[config.mk]
export PLATFORM = sky130hd
export DESIGN_NAME = rv_core_top
export DESIGN_NICKNAME = d
export VERILOG_FILES = /design/src/hw/rv32i_pkg.sv /design/src/hw/mem_bus_pkg.sv /design/src/hw/alu.sv /design/src/hw/control_unit.sv /design/src/hw/datapath.sv /design/src/hw/mem_arbiter.sv /design/src/hw/regfile.sv /design/src/hw/rv_core_top.sv
export VERILOG_INCLUDE_DIRS = /design/src /design/src/include
export SDC_FILE = /design/constraint.sdc
export NUM_CORES = 2
export LEC_CHECK = 0
export BUFFER_PORTS_ARGS = -buffer_cell sky130_fd_sc_hd__clkbuf_2
export CAP_MARGIN = 10
export CORE_MARGIN = 2
export CORE_UTILIZATION = 35
export DETAILED_ROUTE_END_ITERATION = 12
export HOLD_SLACK_MARGIN = 0.12
export PLACE_DENSITY = 0.46
export SYNTH_ARGS = -nofsm -noshare
export SYNTH_HDL_FRONTEND = slang
export SYNTH_SLANG_ARGS = --single-unit
export TNS_END_PERCENT = 30
[constraint.sdc]
create_clock -name clk -period 32 [get_ports clk]
set_input_delay 6.4 -clock clk [delete_from_list [all_inputs] [get_ports clk]]
set_output_delay 6.4 -clock clk [all_outputs]
set_load 0.02 [all_outputs]
[src/include/rv_core_cfg.svh]
`ifndef RV_CORE_CFG_SVH
`define RV_CORE_CFG_SVH

// core configuration shared by packages and RTL

// data word width in bits
`define RV_XLEN 32

// address of the first fetch after reset
`define RV_RESET_PC 32'h0000_0000

// architectural integer registers, x0 included
`define RV_NUM_REGS 32

`endif

[src/hw/rv32i_pkg.sv]
`include "rv_core_cfg.svh"

package rv32i_pkg;

    // one data word or address
    typedef logic [`RV_XLEN-1:0] rv_word;

    // register number from rs1, rs2 or rd
    typedef logic [4:0] reg_idx;

    // major opcodes of the supported subset
    typedef enum logic [6:0] {
        op_reg   = 7'b0110011,
        op_imm   = 7'b0010011,
        op_lui   = 7'b0110111,
        op_br    = 7'b1100011,
        op_jal   = 7'b1101111,
        op_load  = 7'b0000011,
        op_store = 7'b0100011
    } rv_opcode;

    // eq, ne, lt and ltu also drive the branch flag
    typedef enum logic [3:0] {
        alu_add,
        alu_sub,
        alu_and,
        alu_or,
        alu_xor,
        alu_slt,
        alu_sltu,
        alu_sll,
        alu_srl,
        alu_sra,
        alu_eq,
        alu_ne,
        alu_lt,
        alu_ltu
    } alu_op_t;

    typedef enum logic {a_rs1, a_pc} alu_a_sel_t;

    typedef enum logic [1:0] {b_rs2, b_i_imm, b_s_imm, b_j_imm} alu_b_sel_t;

    // register writeback source
    typedef enum logic [2:0] {wb_alu, wb_lw, wb_lb, wb_lbu, wb_pc4, wb_uimm} wb_sel_t;

    typedef enum logic [1:0] {br_none, br_cond, br_jump} br_kind_t;

    // all-zero value of this struct is a bubble
    typedef struct packed {
        alu_op_t    alu_op;
        alu_a_sel_t alu_a_sel;
        alu_b_sel_t alu_b_sel;
        wb_sel_t    wb_sel;
        logic       mem_read;
        logic       mem_write;
        logic       mem_byte;
        logic       load_regfile;
        reg_idx     dest;
        br_kind_t   branch;
        rv_word     instr;
    } ctrl_word_t;

endpackage

[src/hw/mem_bus_pkg.sv]
package mem_bus_pkg;

    // one bit per byte lane of a word
    typedef logic [3:0] byte_mask_t;

    // request as seen on each channel and on the memory port
    typedef struct packed {
        rv32i_pkg::rv_word addr;
        rv32i_pkg::rv_word wdata;
        logic              write;
        byte_mask_t        mask;
    } mem_req_t;

    // who owns the outstanding request
    typedef enum logic [1:0] {
        req_none,
        req_inst,
        req_data
    } requester_t;

    typedef enum logic {
        arb_idle,
        arb_busy
    } arb_state_t;

endpackage

[src/hw/alu.sv]
`timescale 1ns/1ps

module alu (
    input  rv32i_pkg::alu_op_t op,
    input  rv32i_pkg::rv_word  a,
    input  rv32i_pkg::rv_word  b,
    output rv32i_pkg::rv_word  f,
    output logic               br_en
);

    logic lt;
    logic ltu;

    assign lt = $signed(a) < $signed(b);
    assign ltu = a < b;

    // branch flag only from the compare ops
    always_comb begin
        case (op)
            rv32i_pkg::alu_eq:  br_en = (a == b);
            rv32i_pkg::alu_ne:  br_en = (a != b);
            rv32i_pkg::alu_lt:  br_en = lt;
            rv32i_pkg::alu_ltu: br_en = ltu;
            default:            br_en = 1'b0;
        endcase
    end

    always_comb begin
        case (op)
            rv32i_pkg::alu_add:  f = a + b;
            rv32i_pkg::alu_sub:  f = a - b;
            rv32i_pkg::alu_and:  f = a & b;
            rv32i_pkg::alu_or:   f = a | b;
            rv32i_pkg::alu_xor:  f = a ^ b;
            rv32i_pkg::alu_slt:  f = rv32i_pkg::rv_word'(lt);
            rv32i_pkg::alu_sltu: f = rv32i_pkg::rv_word'(ltu);
            rv32i_pkg::alu_sll:  f = a << b[4:0];
            rv32i_pkg::alu_srl:  f = a >> b[4:0];
            rv32i_pkg::alu_sra:  f = $signed(a) >>> b[4:0];
            default:             f = rv32i_pkg::rv_word'(br_en);
        endcase
    end

endmodule

[src/hw/control_unit.sv]
`timescale 1ns/1ps

module control_unit (
    input  rv32i_pkg::rv_word     instr,
    output rv32i_pkg::ctrl_word_t ctrl
);

    logic [2:0] funct3;
    logic [6:0] funct7;
    logic       legal;

    assign funct3 = instr[14:12];
    assign funct7 = instr[31:25];

    always_comb begin
        ctrl = '0;
        ctrl.instr = instr;
        ctrl.dest = instr[11:7];
        legal = 1'b1;
        case (rv32i_pkg::rv_opcode'(instr[6:0]))
            rv32i_pkg::op_reg: begin
                ctrl.load_regfile = 1'b1;
                case (funct3)
                    3'b000: ctrl.alu_op = funct7[5] ? rv32i_pkg::alu_sub : rv32i_pkg::alu_add;
                    3'b001: ctrl.alu_op = rv32i_pkg::alu_sll;
                    3'b010: ctrl.alu_op = rv32i_pkg::alu_slt;
                    3'b011: ctrl.alu_op = rv32i_pkg::alu_sltu;
                    3'b100: ctrl.alu_op = rv32i_pkg::alu_xor;
                    3'b101: ctrl.alu_op = funct7[5] ? rv32i_pkg::alu_sra : rv32i_pkg::alu_srl;
                    3'b110: ctrl.alu_op = rv32i_pkg::alu_or;
                    default: ctrl.alu_op = rv32i_pkg::alu_and;
                endcase
            end
            rv32i_pkg::op_imm: begin
                // only addi of the immediate group
                legal = (funct3 == 3'b000);
                ctrl.alu_b_sel = rv32i_pkg::b_i_imm;
                ctrl.load_regfile = 1'b1;
            end
            rv32i_pkg::op_lui: begin
                ctrl.wb_sel = rv32i_pkg::wb_uimm;
                ctrl.load_regfile = 1'b1;
            end
            rv32i_pkg::op_br: begin
                legal = (funct3 == 3'b000) || (funct3 == 3'b001);
                ctrl.alu_op = funct3[0] ? rv32i_pkg::alu_ne : rv32i_pkg::alu_eq;
                ctrl.branch = rv32i_pkg::br_cond;
            end
            rv32i_pkg::op_jal: begin
                // alu computes the jump target, link comes from pc + 4
                ctrl.alu_a_sel = rv32i_pkg::a_pc;
                ctrl.alu_b_sel = rv32i_pkg::b_j_imm;
                ctrl.wb_sel = rv32i_pkg::wb_pc4;
                ctrl.branch = rv32i_pkg::br_jump;
                ctrl.load_regfile = 1'b1;
            end
            rv32i_pkg::op_load: begin
                legal = (funct3 == 3'b000) || (funct3 == 3'b010) || (funct3 == 3'b100);
                ctrl.alu_b_sel = rv32i_pkg::b_i_imm;
                ctrl.mem_read = 1'b1;
                ctrl.mem_byte = (funct3 != 3'b010);
                ctrl.load_regfile = 1'b1;
                case (funct3)
                    3'b000: ctrl.wb_sel = rv32i_pkg::wb_lb;
                    3'b100: ctrl.wb_sel = rv32i_pkg::wb_lbu;
                    default: ctrl.wb_sel = rv32i_pkg::wb_lw;
                endcase
            end
            rv32i_pkg::op_store: begin
                legal = (funct3 == 3'b000) || (funct3 == 3'b010);
                ctrl.alu_b_sel = rv32i_pkg::b_s_imm;
                ctrl.mem_write = 1'b1;
                ctrl.mem_byte = (funct3 == 3'b000);
            end
            default: legal = 1'b0;
        endcase
        if (!legal) begin
            ctrl = '0;
        end
    end

endmodule

[src/hw/datapath.sv]
`timescale 1ns/1ps
`include "rv_core_cfg.svh"

module datapath (
    input  logic                  clk,
    input  logic                  rst,
    output mem_bus_pkg::mem_req_t inst_req,
    output logic                  inst_valid,
    input  logic                  inst_ready,
    input  logic                  inst_rsp_valid,
    output mem_bus_pkg::mem_req_t data_req,
    output logic                  data_valid,
    input  logic                  data_ready,
    input  logic                  data_rsp_valid,
    input  rv32i_pkg::rv_word     rsp_rdata
);

    // step handshake
    logic run, inst_sent, inst_done, data_sent, data_done;
    logic data_access, advance, taken;
    rv32i_pkg::rv_word inst_buf, data_buf, target;

    // IF and IF/ID
    rv32i_pkg::rv_word pc, pc_id, ir_id;
    rv32i_pkg::ctrl_word_t ctrl_id;
    rv32i_pkg::rv_word reg_a, reg_b;

    // ID/EX
    rv32i_pkg::ctrl_word_t ctrl_ex;
    rv32i_pkg::rv_word pc_ex, rs1_ex, rs2_ex;
    rv32i_pkg::rv_word i_imm, s_imm, b_imm, j_imm;
    rv32i_pkg::rv_word alu_a, alu_b, alu_f;
    logic br_en;

    // EX/MEM
    rv32i_pkg::ctrl_word_t ctrl_mem;
    rv32i_pkg::rv_word pc_mem, alu_mem, rs2_mem, br_target_mem;
    logic br_en_mem;
    logic [1:0] lane_mem;

    // MEM/WB
    rv32i_pkg::ctrl_word_t ctrl_wb;
    rv32i_pkg::rv_word pc_wb, alu_wb, data_wb, wb_data;
    logic [7:0] ld_byte;

    assign data_access = ctrl_mem.mem_read | ctrl_mem.mem_write;
    assign advance = inst_done & (data_done | ~data_access);
    assign inst_valid = run & ~inst_sent;
    assign data_valid = data_access & ~data_sent;

    always_ff @(posedge clk) begin
        if (rst) begin
            run <= 1'b0;
            inst_sent <= 1'b0;
            inst_done <= 1'b0;
            data_sent <= 1'b0;
            data_done <= 1'b0;
        end else begin
            run <= 1'b1;
            if (advance) begin
                inst_sent <= 1'b0;
                inst_done <= 1'b0;
                data_sent <= 1'b0;
                data_done <= 1'b0;
            end else begin
                inst_sent <= inst_sent | (inst_valid & inst_ready);
                inst_done <= inst_done | inst_rsp_valid;
                data_sent <= data_sent | (data_valid & data_ready);
                data_done <= data_done | data_rsp_valid;
            end
        end
    end

    always_ff @(posedge clk) begin
        if (inst_rsp_valid) begin
            inst_buf <= rsp_rdata;
        end
        if (data_rsp_valid) begin
            data_buf <= rsp_rdata;
        end
    end

    // fetch is always a full word read at pc
    assign inst_req = '{addr: pc, wdata: '0, write: 1'b0, mask: 4'hf};

    // taken branch or jal in MEM redirects the pc
    assign taken = (ctrl_mem.branch == rv32i_pkg::br_jump) |
                   ((ctrl_mem.branch == rv32i_pkg::br_cond) & br_en_mem);
    assign target = (ctrl_mem.branch == rv32i_pkg::br_jump) ? alu_mem : br_target_mem;

    always_ff @(posedge clk) begin
        if (rst) begin
            pc <= `RV_RESET_PC;
            ir_id <= '0;
            ctrl_ex <= '0;
            ctrl_mem <= '0;
            ctrl_wb <= '0;
        end else if (advance) begin
            pc <= taken ? target : pc + 32'd4;
            // flush turns the three younger stages into bubbles
            ir_id <= taken ? '0 : inst_buf;
            ctrl_ex <= taken ? '0 : ctrl_id;
            ctrl_mem <= taken ? '0 : ctrl_ex;
            ctrl_wb <= ctrl_mem;
        end
    end

    always_ff @(posedge clk) begin
        if (advance) begin
            pc_id <= pc;
            pc_ex <= pc_id;
            rs1_ex <= reg_a;
            rs2_ex <= reg_b;
            pc_mem <= pc_ex;
            alu_mem <= alu_f;
            br_en_mem <= br_en;
            br_target_mem <= pc_ex + b_imm;
            rs2_mem <= rs2_ex;
            pc_wb <= pc_mem;
            alu_wb <= alu_mem;
            data_wb <= data_buf;
        end
    end

    control_unit u_control (
        .instr (ir_id),
        .ctrl  (ctrl_id)
    );

    // written at the advance edge
    regfile u_regfile (
        .clk   (clk),
        .rst   (rst),
        .load  (ctrl_wb.load_regfile & advance),
        .wdata (wb_data),
        .src_a (ir_id[19:15]),
        .src_b (ir_id[24:20]),
        .dest  (ctrl_wb.dest),
        .reg_a (reg_a),
        .reg_b (reg_b)
    );

    assign i_imm = {{21{ctrl_ex.instr[31]}}, ctrl_ex.instr[30:20]};
    assign s_imm = {{21{ctrl_ex.instr[31]}}, ctrl_ex.instr[30:25], ctrl_ex.instr[11:7]};
    assign b_imm = {{20{ctrl_ex.instr[31]}}, ctrl_ex.instr[7], ctrl_ex.instr[30:25],
                    ctrl_ex.instr[11:8], 1'b0};
    assign j_imm = {{12{ctrl_ex.instr[31]}}, ctrl_ex.instr[19:12], ctrl_ex.instr[20],
                    ctrl_ex.instr[30:21], 1'b0};

    assign alu_a = (ctrl_ex.alu_a_sel == rv32i_pkg::a_pc) ? pc_ex : rs1_ex;

    always_comb begin
        case (ctrl_ex.alu_b_sel)
            rv32i_pkg::b_i_imm: alu_b = i_imm;
            rv32i_pkg::b_s_imm: alu_b = s_imm;
            rv32i_pkg::b_j_imm: alu_b = j_imm;
            default:            alu_b = rs2_ex;
        endcase
    end

    alu u_alu (
        .op    (ctrl_ex.alu_op),
        .a     (alu_a),
        .b     (alu_b),
        .f     (alu_f),
        .br_en (br_en)
    );

    // byte stores replicate the byte on all lanes, the mask picks one
    assign lane_mem = alu_mem[1:0];

    always_comb begin
        data_req.addr = {alu_mem[31:2], 2'b00};
        data_req.write = ctrl_mem.mem_write;
        if (ctrl_mem.mem_byte) begin
            data_req.mask = 4'b0001 << lane_mem;
            data_req.wdata = {4{rs2_mem[7:0]}};
        end else begin
            data_req.mask = 4'hf;
            data_req.wdata = rs2_mem;
        end
    end

    assign ld_byte = data_wb[8*alu_wb[1:0] +: 8];

    always_comb begin
        case (ctrl_wb.wb_sel)
            rv32i_pkg::wb_lw:   wb_data = data_wb;
            rv32i_pkg::wb_lb:   wb_data = {{24{ld_byte[7]}}, ld_byte};
            rv32i_pkg::wb_lbu:  wb_data = {24'b0, ld_byte};
            rv32i_pkg::wb_pc4:  wb_data = pc_wb + 32'd4;
            rv32i_pkg::wb_uimm: wb_data = {ctrl_wb.instr[31:12], 12'b0};
            default:            wb_data = alu_wb;
        endcase
    end

endmodule

[src/hw/mem_arbiter.sv]
`timescale 1ns/1ps

module mem_arbiter (
    input  logic                  clk,
    input  logic                  rst,
    input  mem_bus_pkg::mem_req_t inst_req,
    input  logic                  inst_valid,
    output logic                  inst_ready,
    output logic                  inst_rsp_valid,
    input  mem_bus_pkg::mem_req_t data_req,
    input  logic                  data_valid,
    output logic                  data_ready,
    output logic                  data_rsp_valid,
    output mem_bus_pkg::mem_req_t mem_req,
    output logic                  mem_req_valid,
    input  logic                  mem_req_ready,
    input  logic                  mem_rsp_valid
);

    mem_bus_pkg::arb_state_t state;
    mem_bus_pkg::requester_t owner;
    mem_bus_pkg::requester_t sel;

    // data first, nothing new while a request is outstanding
    always_comb begin
        sel = mem_bus_pkg::req_none;
        if (state == mem_bus_pkg::arb_idle) begin
            if (data_valid) begin
                sel = mem_bus_pkg::req_data;
            end else if (inst_valid) begin
                sel = mem_bus_pkg::req_inst;
            end
        end
    end

    assign mem_req = (sel == mem_bus_pkg::req_inst) ? inst_req : data_req;
    assign mem_req_valid = (sel != mem_bus_pkg::req_none);
    assign inst_ready = (sel == mem_bus_pkg::req_inst) & mem_req_ready;
    assign data_ready = (sel == mem_bus_pkg::req_data) & mem_req_ready;

    always_ff @(posedge clk) begin
        if (rst) begin
            state <= mem_bus_pkg::arb_idle;
            owner <= mem_bus_pkg::req_none;
        end else if (state == mem_bus_pkg::arb_idle) begin
            if (mem_req_valid && mem_req_ready) begin
                state <= mem_bus_pkg::arb_busy;
                owner <= sel;
            end
        end else if (mem_rsp_valid) begin
            state <= mem_bus_pkg::arb_idle;
            owner <= mem_bus_pkg::req_none;
        end
    end

    // response goes back to whoever was granted
    assign inst_rsp_valid = mem_rsp_valid & (state == mem_bus_pkg::arb_busy) &
                            (owner == mem_bus_pkg::req_inst);
    assign data_rsp_valid = mem_rsp_valid & (state == mem_bus_pkg::arb_busy) &
                            (owner == mem_bus_pkg::req_data);

endmodule

[src/hw/regfile.sv]
`timescale 1ns/1ps
`include "rv_core_cfg.svh"

module regfile (
    input  logic              clk,
    input  logic              rst,
    input  logic              load,
    input  rv32i_pkg::rv_word wdata,
    input  rv32i_pkg::reg_idx src_a,
    input  rv32i_pkg::reg_idx src_b,
    input  rv32i_pkg::reg_idx dest,
    output rv32i_pkg::rv_word reg_a,
    output rv32i_pkg::rv_word reg_b
);

    rv32i_pkg::rv_word regs [`RV_NUM_REGS];

    always_ff @(posedge clk) begin
        if (rst) begin
            for (int i = 0; i < `RV_NUM_REGS; i++) begin
                regs[i] <= '0;
            end
        end else if (load && (dest != '0)) begin
            regs[dest] <= wdata;
        end
    end

    // write-through so WB and ID can share a step
    assign reg_a = (load && (dest != '0) && (dest == src_a)) ? wdata : regs[src_a];
    assign reg_b = (load && (dest != '0) && (dest == src_b)) ? wdata : regs[src_b];

endmodule

[src/hw/rv_core_top.sv]
`timescale 1ns/1ps

module rv_core_top (
    input  logic                  clk,
    input  logic                  rst,
    output mem_bus_pkg::mem_req_t mem_req,
    output logic                  mem_req_valid,
    input  logic                  mem_req_ready,
    input  logic                  mem_rsp_valid,
    input  rv32i_pkg::rv_word     mem_rsp_rdata
);

    mem_bus_pkg::mem_req_t inst_req;
    mem_bus_pkg::mem_req_t data_req;
    logic inst_valid, inst_ready, inst_rsp_valid;
    logic data_valid, data_ready, data_rsp_valid;

    datapath u_datapath (
        .clk            (clk),
        .rst            (rst),
        .inst_req       (inst_req),
        .inst_valid     (inst_valid),
        .inst_ready     (inst_ready),
        .inst_rsp_valid (inst_rsp_valid),
        .data_req       (data_req),
        .data_valid     (data_valid),
        .data_ready     (data_ready),
        .data_rsp_valid (data_rsp_valid),
        .rsp_rdata      (mem_rsp_rdata)
    );

    mem_arbiter u_arbiter (
        .clk            (clk),
        .rst            (rst),
        .inst_req       (inst_req),
        .inst_valid     (inst_valid),
        .inst_ready     (inst_ready),
        .inst_rsp_valid (inst_rsp_valid),
        .data_req       (data_req),
        .data_valid     (data_valid),
        .data_ready     (data_ready),
        .data_rsp_valid (data_rsp_valid),
        .mem_req        (mem_req),
        .mem_req_valid  (mem_req_valid),
        .mem_req_ready  (mem_req_ready),
        .mem_rsp_valid  (mem_rsp_valid)
    );

endmodule

# Word level (Yosys, flattened, before mapping)

Memories as Yosys holds them, arrays and structs flattened. A register that Yosys moved wholly into a read port is not among the register bits.
Cells that the tools add are included.

RAM bits: 1024
Memories kept: 1
Bits of input ports: 36
Word-level logic and storage cells: 201
Register bits: 629
Output and inout bits: 70

Bitwise gates (word level): 25
Shift operators: 5
Reductions and logical operators: 18
Multiplexer cells: 53
Add/sub/neg operators: 5
Order comparisons: 2
Equality and inequality tests: 46

Memories:

| name                      | depth | bits a word | rd ports | clocked after Yosys merged registers in | wr ports | RTL line      | RTL |
|---|---|---|---|---|---|---|---|
| u_datapath.u_regfile.regs | 32    | 32          | 2        | 2                                       | 32       | regfile.sv:16 | `` rv32i_pkg::rv_word regs [`RV_NUM_REGS]; `` |

Operator list:

| operator                                      | number |
|---|---|
| one-hot mux 32 bit (10 select lines)          | 1 |
| 2-to-1 mux 32 bit                             | 8 |
| one-hot mux 32 bit (5 select lines)           | 1 |
| 2-to-1 mux 53 bit                             | 2 |
| one-hot mux 32 bit (3 select lines)           | 1 |
| 2-to-1 mux 69 bit                             | 1 |
| adder 32 x 3 -> 32 bit, second input constant | 2 |
| adder 32 bit                                  | 2 |
| less-than comparator 32 bit                   | 2 |
| 2-to-1 mux 46 bit                             | 1 |
| bitwise AND 32 bit                            | 1 |
| == test 32 bit                                | 1 |
| != test 32 bit                                | 1 |
| OR 32 bit                                     | 1 |
| OR reduction 32 bit                           | 1 |
| variable part select 32 x 6 -> 8 bit          | 1 |
| << shifter 32 x 5 -> 32 bit                   | 1 |
| >> shifter 32 x 5 -> 32 bit                   | 1 |
| >>> shifter 32 x 5 -> 32 bit                  | 1 |
| subtractor 32 bit                             | 1 |
| XOR 32 bit                                    | 1 |
| one-hot mux 4 bit (7 select lines)            | 1 |
| 2-to-1 mux 5 bit                              | 5 |
| == test 4 bit, second input constant          | 6 |
| 39 further kinds                              | 110 |

# Logic depth before layout (Yosys ltp)

Depth in word-level cells: 11
Gate-level depth with buffers: 19

# Modules after synthesis

From an unflattened synthesis, not the netlist that was laid out.

Cells, all modules: 6873
Area total of the unflattened synthesis: 89230.6 um^2

Modules (own cells, without submodules):

| module       | times used | area an instance (um^2) | cells an instance |
|---|---|---|---|
| regfile      | 1          | 54451.0                 | 3494 |
| datapath     | 1          | 24283.3                 | 1897 |
| alu          | 1          | 8714.6                  | 1271 |
| mem_arbiter  | 1          | 1029.7                  | 96 |
| control_unit | 1          | 752.0                   | 115 |

# Worst setup path before layout

Ideal clock, no wire load.

Path kind: reg2reg
From: reg u_datapath.ctrl_mem[42] in the netlist's numbering
To: reg u_datapath.alu_mem[0] (enable)
Required time: 31146 ps
Path slack: 20562 ps
Period minus slack after synthesis: 11438 ps
Stages on the path, launching flop included: 6
Arrival: 10585 ps
Path buffers: 2
Cell sequence: dfxtp_1 -> nor2_1 -> o21ai_1 -> inv_2 -> clkbuf_1 -> clkbuf_1

Cells in the longest elaborated chain, start to end: 4

Ends and longest elaborated chain:

| item                         | RTL line        | RTL |
|---|---|---|
| start: declaration           | datapath.sv:36  | `rv32i_pkg::ctrl_word_t ctrl_mem;` |
| start signal: assignment     | datapath.sv:103 | `ctrl_mem <= taken ? '0 : ctrl_ex;` |
| OR 1 bit                     | datapath.sv:46  | `assign data_access = ctrl_mem.mem_read \| ctrl_mem.mem_write;` |
| inverter 1 bit               | datapath.sv:47  | `assign advance = inst_done & (data_done \| ~data_access);` |
| OR 1 bit                     | datapath.sv:47  |  |
| bitwise AND 1 bit            | datapath.sv:47  |  |
| named net u_datapath.advance | datapath.sv:20  | `logic data_access, advance, taken;` |
| end signal: assignment       | datapath.sv:115 | `alu_mem <= alu_f;` |
| end: declaration             | datapath.sv:37  | `rv32i_pkg::rv_word pc_mem, alu_mem, rs2_mem, br_target_mem;` |

The timed path passes the listed nets, and every way through them passes these cells.
A chain may end at the register's enable or synchronous reset.

==> metrics.txt <==
# TYPE chip_impl_metric gauge
chip_impl_metric{name="finalCritPeriodShare",unit="%"} 29.5
chip_impl_metric{name="drive_above_1_share",unit="%"} 21.0
chip_impl_info{name="worst_r2r_startpoint",value="u_datapath.ctrl_ex[48]"} 1
chip_impl_metric{name="placeableCoreArea",unit="µm²"} 241000
chip_impl_metric{name="post-dp-hpwl",unit="mm"} 216
chip_impl_metric{name="postRouteWirelength",unit="mm"} 312
chip_impl_info{name="yosysMostFrequentCell",value="sky130_fd_sc_hd__edfxtp_1"} 1
chip_impl_metric{name="slew-limit-headroom",unit="%"} 16.9
chip_impl_metric{name="cp_data_required_time",unit="ns"} 25.60
chip_impl_info{name="cts_tree",value="done"} 1
chip_impl_metric{name="maximum_count_of_clock_buffers_along_a_single_path",unit=""} 3
chip_impl_metric{name="cts_resized",unit=""} 0
chip_impl_metric{name="clock.fmax",unit="MHz"} 106
chip_impl_metric{name="grt.overflow.total",unit=""} 0
chip_impl_metric{name="timing.reg2reg.setup_slack",unit="ns"} 25.38
chip_impl_metric{name="syn_area_per_cell",unit="µm²"} 12.8
chip_impl_info{name="end_kind",value="primary output"} 1
chip_impl_metric{name="cts_max_level",unit=""} 4
chip_impl_info{name="outcome",value="completed"} 1
chip_impl_metric{name="largest_net_degree_at_the_start_of_global_routing",unit=""} 164
chip_impl_metric{name="first_global_vias",unit=""} 56338
chip_impl_metric{name="clock-sinks",unit=""} 1626
chip_impl_metric{name="rows",unit=""} 180
chip_impl_metric{name="async_reset_ff_share",unit="%"} 0
chip_impl_metric{name="total_power",unit="mW"} 4.65
chip_impl_metric{name="pin_count",unit=""} 106
chip_impl_info{name="holdCritPathClass",value="reg -> reg"} 1
chip_impl_info{name="clk_root_buffer_cell",value="sky130_fd_sc_hd__clkbuf_16"} 1
chip_impl_info{name="synth_top_flop_cell",value="sky130_fd_sc_hd__edfxtp_1"} 1
chip_impl_metric{name="max_cap_viol_count",unit=""} 0
chip_impl_info{name="cp_dominant_cell_by_count",value="sky130_fd_sc_hd__nor2_1"} 1
chip_impl_metric{name="maxSlewViolCount",unit=""} 0
chip_impl_metric{name="post_synth_inst_count",unit=""} 6610
chip_impl_info{name="setup.worst_path.class",value="reg -> out"} 1
chip_impl_metric{name="areaGrowthSynthToFinish",unit="%"} 11.7
chip_impl_metric{name="timing.setup.tns",unit="ns"} 0
chip_impl_metric{name="worst-path-max-fanout",unit=""} 55
chip_impl_info{name="critical_path_endpoint",value="mem_req[29]"} 1
chip_impl_metric{name="detailroute.via_count",unit=""} 57920
chip_impl_metric{name="ff2ff_path_depth",unit=""} 15
chip_impl_info{name="critPathLaunchType",value="flop"} 1
chip_impl_info{name="synthTopCellsByCount",value="1440 x sky130_fd_sc_hd__edfxtp_1, 1227 x sky130_fd_sc_hd__nor2_1, 647 x sky130_fd_sc_hd__mux4_2, 547 x sky130_fd_sc_hd__nand2_1, 452 x sky130_fd_sc_hd__clkbuf_1"} 1
chip_impl_metric{name="met1_usage",unit="%"} 35.5
chip_impl_metric{name="fin_util",unit="%"} 39.3
chip_impl_info{name="slowest_stage",value="sky130_fd_sc_hd__buf_4"} 1
chip_impl_metric{name="timing.final.hold_violations",unit=""} 0
chip_impl_metric{name="drt_first_iter_violations",unit=""} 6158
chip_impl_metric{name="antenna_violating_nets_post_route",unit=""} 0
chip_impl_metric{name="peakVddDrop",unit="µV"} 50.8
chip_impl_info{name="rsz0062_at_grt",value="no"} 1
chip_impl_metric{name="netlist_area",unit="µm²"} 84700
chip_impl_metric{name="drt-wirelength-per-cell",unit="µm"} 31.7
chip_impl_metric{name="synth.ff_latch_count",unit=""} 1626
chip_impl_info{name="regToRegEndpoint",value="u_datapath.alu_mem[31]"} 1
chip_impl_metric{name="layout_min_cycle_time",unit="ns"} 9.43
chip_impl_metric{name="antenna_violations_before_repair",unit=""} 23
chip_impl_metric{name="crit_arrival",unit="ns"} 3.03
chip_impl_metric{name="finalWeightedCongestion",unit=""} 0.939
chip_impl_info{name="cell_types_with_the_largest_area_share_after_synthesis",value="sky130_fd_sc_hd__edfxtp_1 51%, sky130_fd_sc_hd__mux4_2 17%, sky130_fd_sc_hd__nor2_1 5.4%"} 1
chip_impl_metric{name="synthDominantCellAreaShare",unit="%"} 51.0
chip_impl_metric{name="post_layout_nonfiller_instances",unit=""} 9844
chip_impl_metric{name="track_usage",unit="%"} 25.0
chip_impl_metric{name="cts.hold.buffers_added",unit=""} 0
chip_impl_metric{name="whs_path_depth",unit=""} 0
chip_impl_metric{name="first_pass_iters",unit=""} 9
chip_impl_metric{name="clkSlewWorstSetupHoldPaths",unit="ns"} 0.06
chip_impl_info{name="grt-busiest-layer",value="met2"} 1
chip_impl_metric{name="placed_cells",unit=""} 9511
chip_impl_info{name="crit_path_cell_trace",value="nor2_1 -> nor2_1 -> nor3_2 -> buf_4 -> a21oi_1 -> clkbuf_2"} 1
chip_impl_metric{name="remaining_drc_errors",unit=""} 0
chip_impl_metric{name="numPortBuffers",unit=""} 105
chip_impl_metric{name="viasPerCell",unit=""} 5.88
chip_impl_metric{name="clock_insertion_delay_worst_skew",unit="ns"} 0.83
chip_impl_metric{name="grt_util_met2",unit="%"} 39.9
chip_impl_metric{name="cts-buffers-inserted",unit=""} 180
chip_impl_metric{name="die_w",unit="µm"} 496
chip_impl_metric{name="synth_cell_types",unit=""} 91
chip_impl_info{name="synth_top_area_cell",value="sky130_fd_sc_hd__edfxtp_1"} 1
chip_impl_metric{name="global_route.usage.met3",unit="%"} 3.08
chip_impl_metric{name="cell_pwr_density",unit="nW/µm²"} 49.1
chip_impl_metric{name="die_height",unit="µm"} 496
chip_impl_metric{name="final-setup-viol-count",unit=""} 0
chip_impl_metric{name="worst_slew_pin_slew",unit="ns"} 1.25
chip_impl_metric{name="cp_slowest_stage_delay",unit="ns"} 0.65
chip_impl_metric{name="start_util",unit="%"} 35.2
chip_impl_metric{name="leakage",unit="nW"} 32.9
chip_impl_metric{name="global_route_wire_length_before_repair",unit="mm"} 440
chip_impl_metric{name="layout_skew",unit="ns"} 0.0588
chip_impl_metric{name="seq_area_frac_synth",unit="%"} 55.4
chip_impl_metric{name="full_die_area",unit="µm²"} 246000
chip_impl_metric{name="final_net_count",unit=""} 6678
chip_impl_metric{name="synth_warnings",unit=""} 0
chip_impl_metric{name="cts_setup_buffers",unit=""} 0
chip_impl_metric{name="synth-edff-count",unit=""} 1440
chip_impl_info{name="critical_path.startpoint",value="u_datapath.data_req[4]"} 1
cells by family after synthesis:
family	count (synthesis)	synth area share [%]
compound gates	1046	7.90
xor+xnor	72	0.744
fa+ha+maj	134	2.01
buf+inv	693	3.18
flops	1626	55.4
mux	890	20.2
other cells	1	0.00443
simple gates	2148	10.5
per-stage QoR:
| step | cell area [µm²] | setup WS [ns] | hold slack (ns) |
|---|---|---|---|
| after detailed placement | 88800 | 22.23 | 0.405 |
| after global placement | 88800 | 22.31 | 0.401 |
| final | 94600 | 22.57 | 0.408 |
| after CTS | 94600 | 22.48 | 0.397 |
| after floorplan | 84800 | 20.56 | 0.400 |
| after global routing | 94600 | 22.44 | 0.398 |
where the power goes:
part           internal [mW]  switching (mW)  total, mW  leakage, nW
Clock                   1.19           0.902       2.09         2.80
Combinational         0.0683           0.117      0.185         14.3
Sequential              2.35          0.0283       2.38         15.8
Total                   3.60            1.05       4.65         32.9
state kept, by name, summed over array words and instances (netlist names), 31 cells and up, named ones only:
register and cells:
u_datapath.ctrl_mem 33, u_datapath.pc_wb 32, u_datapath.pc 32, u_datapath.pc_id 32
u_datapath.rs2_mem 32, u_datapath.rs1_ex 32, u_datapath.br_target_mem 32, u_datapath.ir_id 32
u_datapath.data_wb 32, u_datapath.rs2_ex 32, u_datapath.data_buf 32, u_datapath.u_regfile.regs 1024
u_datapath.alu_mem 32, u_datapath.alu_wb 32, u_datapath.pc_mem 31, u_datapath.pc_ex 32
u_datapath.inst_buf 32
routing by layer:
metal / vias to the layer above / share of wire (%)
met3: 379 / 6.5
met2: 2409 / 47
li1: 24768 / -
met5: - / 0.0083
met1: 30360 / 43
met4: 4 / 3.6
final cells by class:
class | instances | area (µm²)
Multi-Input combinational cell | 4322 | 35700
Clock inverter | 90 | 961
Sequential cell | 1626 | 47000
Tap cell | 3185 | 3990
Clock buffer | 239 | 4860
Timing Repair Buffer | 258 | 1690
Antenna cell | 4 | 10.0
Inverter | 120 | 458
Fill cell | 22870 | 146000
critical path, delay by kind of cell (launching register included):
kind,cells,cell delay (ns)
buf+inv,2,0.90
flops,1,0.33
compound gates,1,0.36
simple gates,3,0.53
cell usage in the layout (no fill, tap or decap), types with 18 or more instances in the layout:
master | netlist | layout
sky130_fd_sc_hd__a21o_1 | 31 | 31
sky130_fd_sc_hd__mux2_2 | 85 | 85
sky130_fd_sc_hd__a221oi_1 | 44 | 43
sky130_fd_sc_hd__and2_1 | 23 | 23
sky130_fd_sc_hd__edfxtp_1 | 1440 | 1440
sky130_fd_sc_hd__buf_4 | 9 | 152
sky130_fd_sc_hd__nand2_1 | 547 | 485
sky130_fd_sc_hd__nand2b_1 | 61 | 60
sky130_fd_sc_hd__and3_1 | 31 | 31
sky130_fd_sc_hd__conb_1 | 1 | 32
sky130_fd_sc_hd__a22oi_1 | 22 | 22
sky130_fd_sc_hd__xor2_1 | 26 | 26
sky130_fd_sc_hd__nor3_1 | 63 | 59
sky130_fd_sc_hd__ha_1 | 131 | 131
sky130_fd_sc_hd__a22o_1 | 96 | 96
sky130_fd_sc_hd__mux4_2 | 647 | 647
sky130_fd_sc_hd__nand3_1 | 79 | 79
sky130_fd_sc_hd__o21ai_1 | 52 | 26
sky130_fd_sc_hd__a31oi_1 | 25 | 25
sky130_fd_sc_hd__clkbuf_1 | 452 | 49
sky130_fd_sc_hd__o21ai_0 | 233 | 233
sky130_fd_sc_hd__inv_1 | 110 | 110
sky130_fd_sc_hd__o22ai_1 | 25 | 22
sky130_fd_sc_hd__o21a_1 | 23 | 21
sky130_fd_sc_hd__mux2i_1 | 153 | 153
sky130_fd_sc_hd__nor2b_1 | 23 | 22
sky130_fd_sc_hd__clkinv_2 | 0 | 18
sky130_fd_sc_hd__a21oi_1 | 292 | 288
sky130_fd_sc_hd__o31ai_1 | 21 | 21
sky130_fd_sc_hd__nand2_2 | 0 | 62
sky130_fd_sc_hd__a211oi_1 | 28 | 28
sky130_fd_sc_hd__clkbuf_16 | 0 | 183
sky130_fd_sc_hd__o211ai_1 | 33 | 33
sky130_fd_sc_hd__nor2_1 | 1227 | 1224
sky130_fd_sc_hd__dfxtp_1 | 186 | 175
sky130_fd_sc_hd__clkbuf_2 | 1 | 104
sky130_fd_sc_hd__clkinv_1 | 2 | 36
sky130_fd_sc_hd__xnor2_1 | 46 | 46
worst min path at each step:
stage	start	to	slack [ns]
CTS	u_datapath.pc_mem[26]	u_datapath.pc_wb[26]	0.40
global placement	u_datapath.pc_mem[17]	u_datapath.pc_wb[17]	0.40
finish	u_datapath.pc_mem[26]	u_datapath.pc_wb[26]	0.41
detailed placement	u_datapath.data_buf[28]	u_datapath.data_wb[28]	0.40
global route	u_datapath.pc_mem[26]	u_datapath.pc_wb[26]	0.40
floorplan	u_datapath.data_buf[0]	u_datapath.data_wb[0]	0.40
No activity file was read; power rests on OpenSTA's default activity.
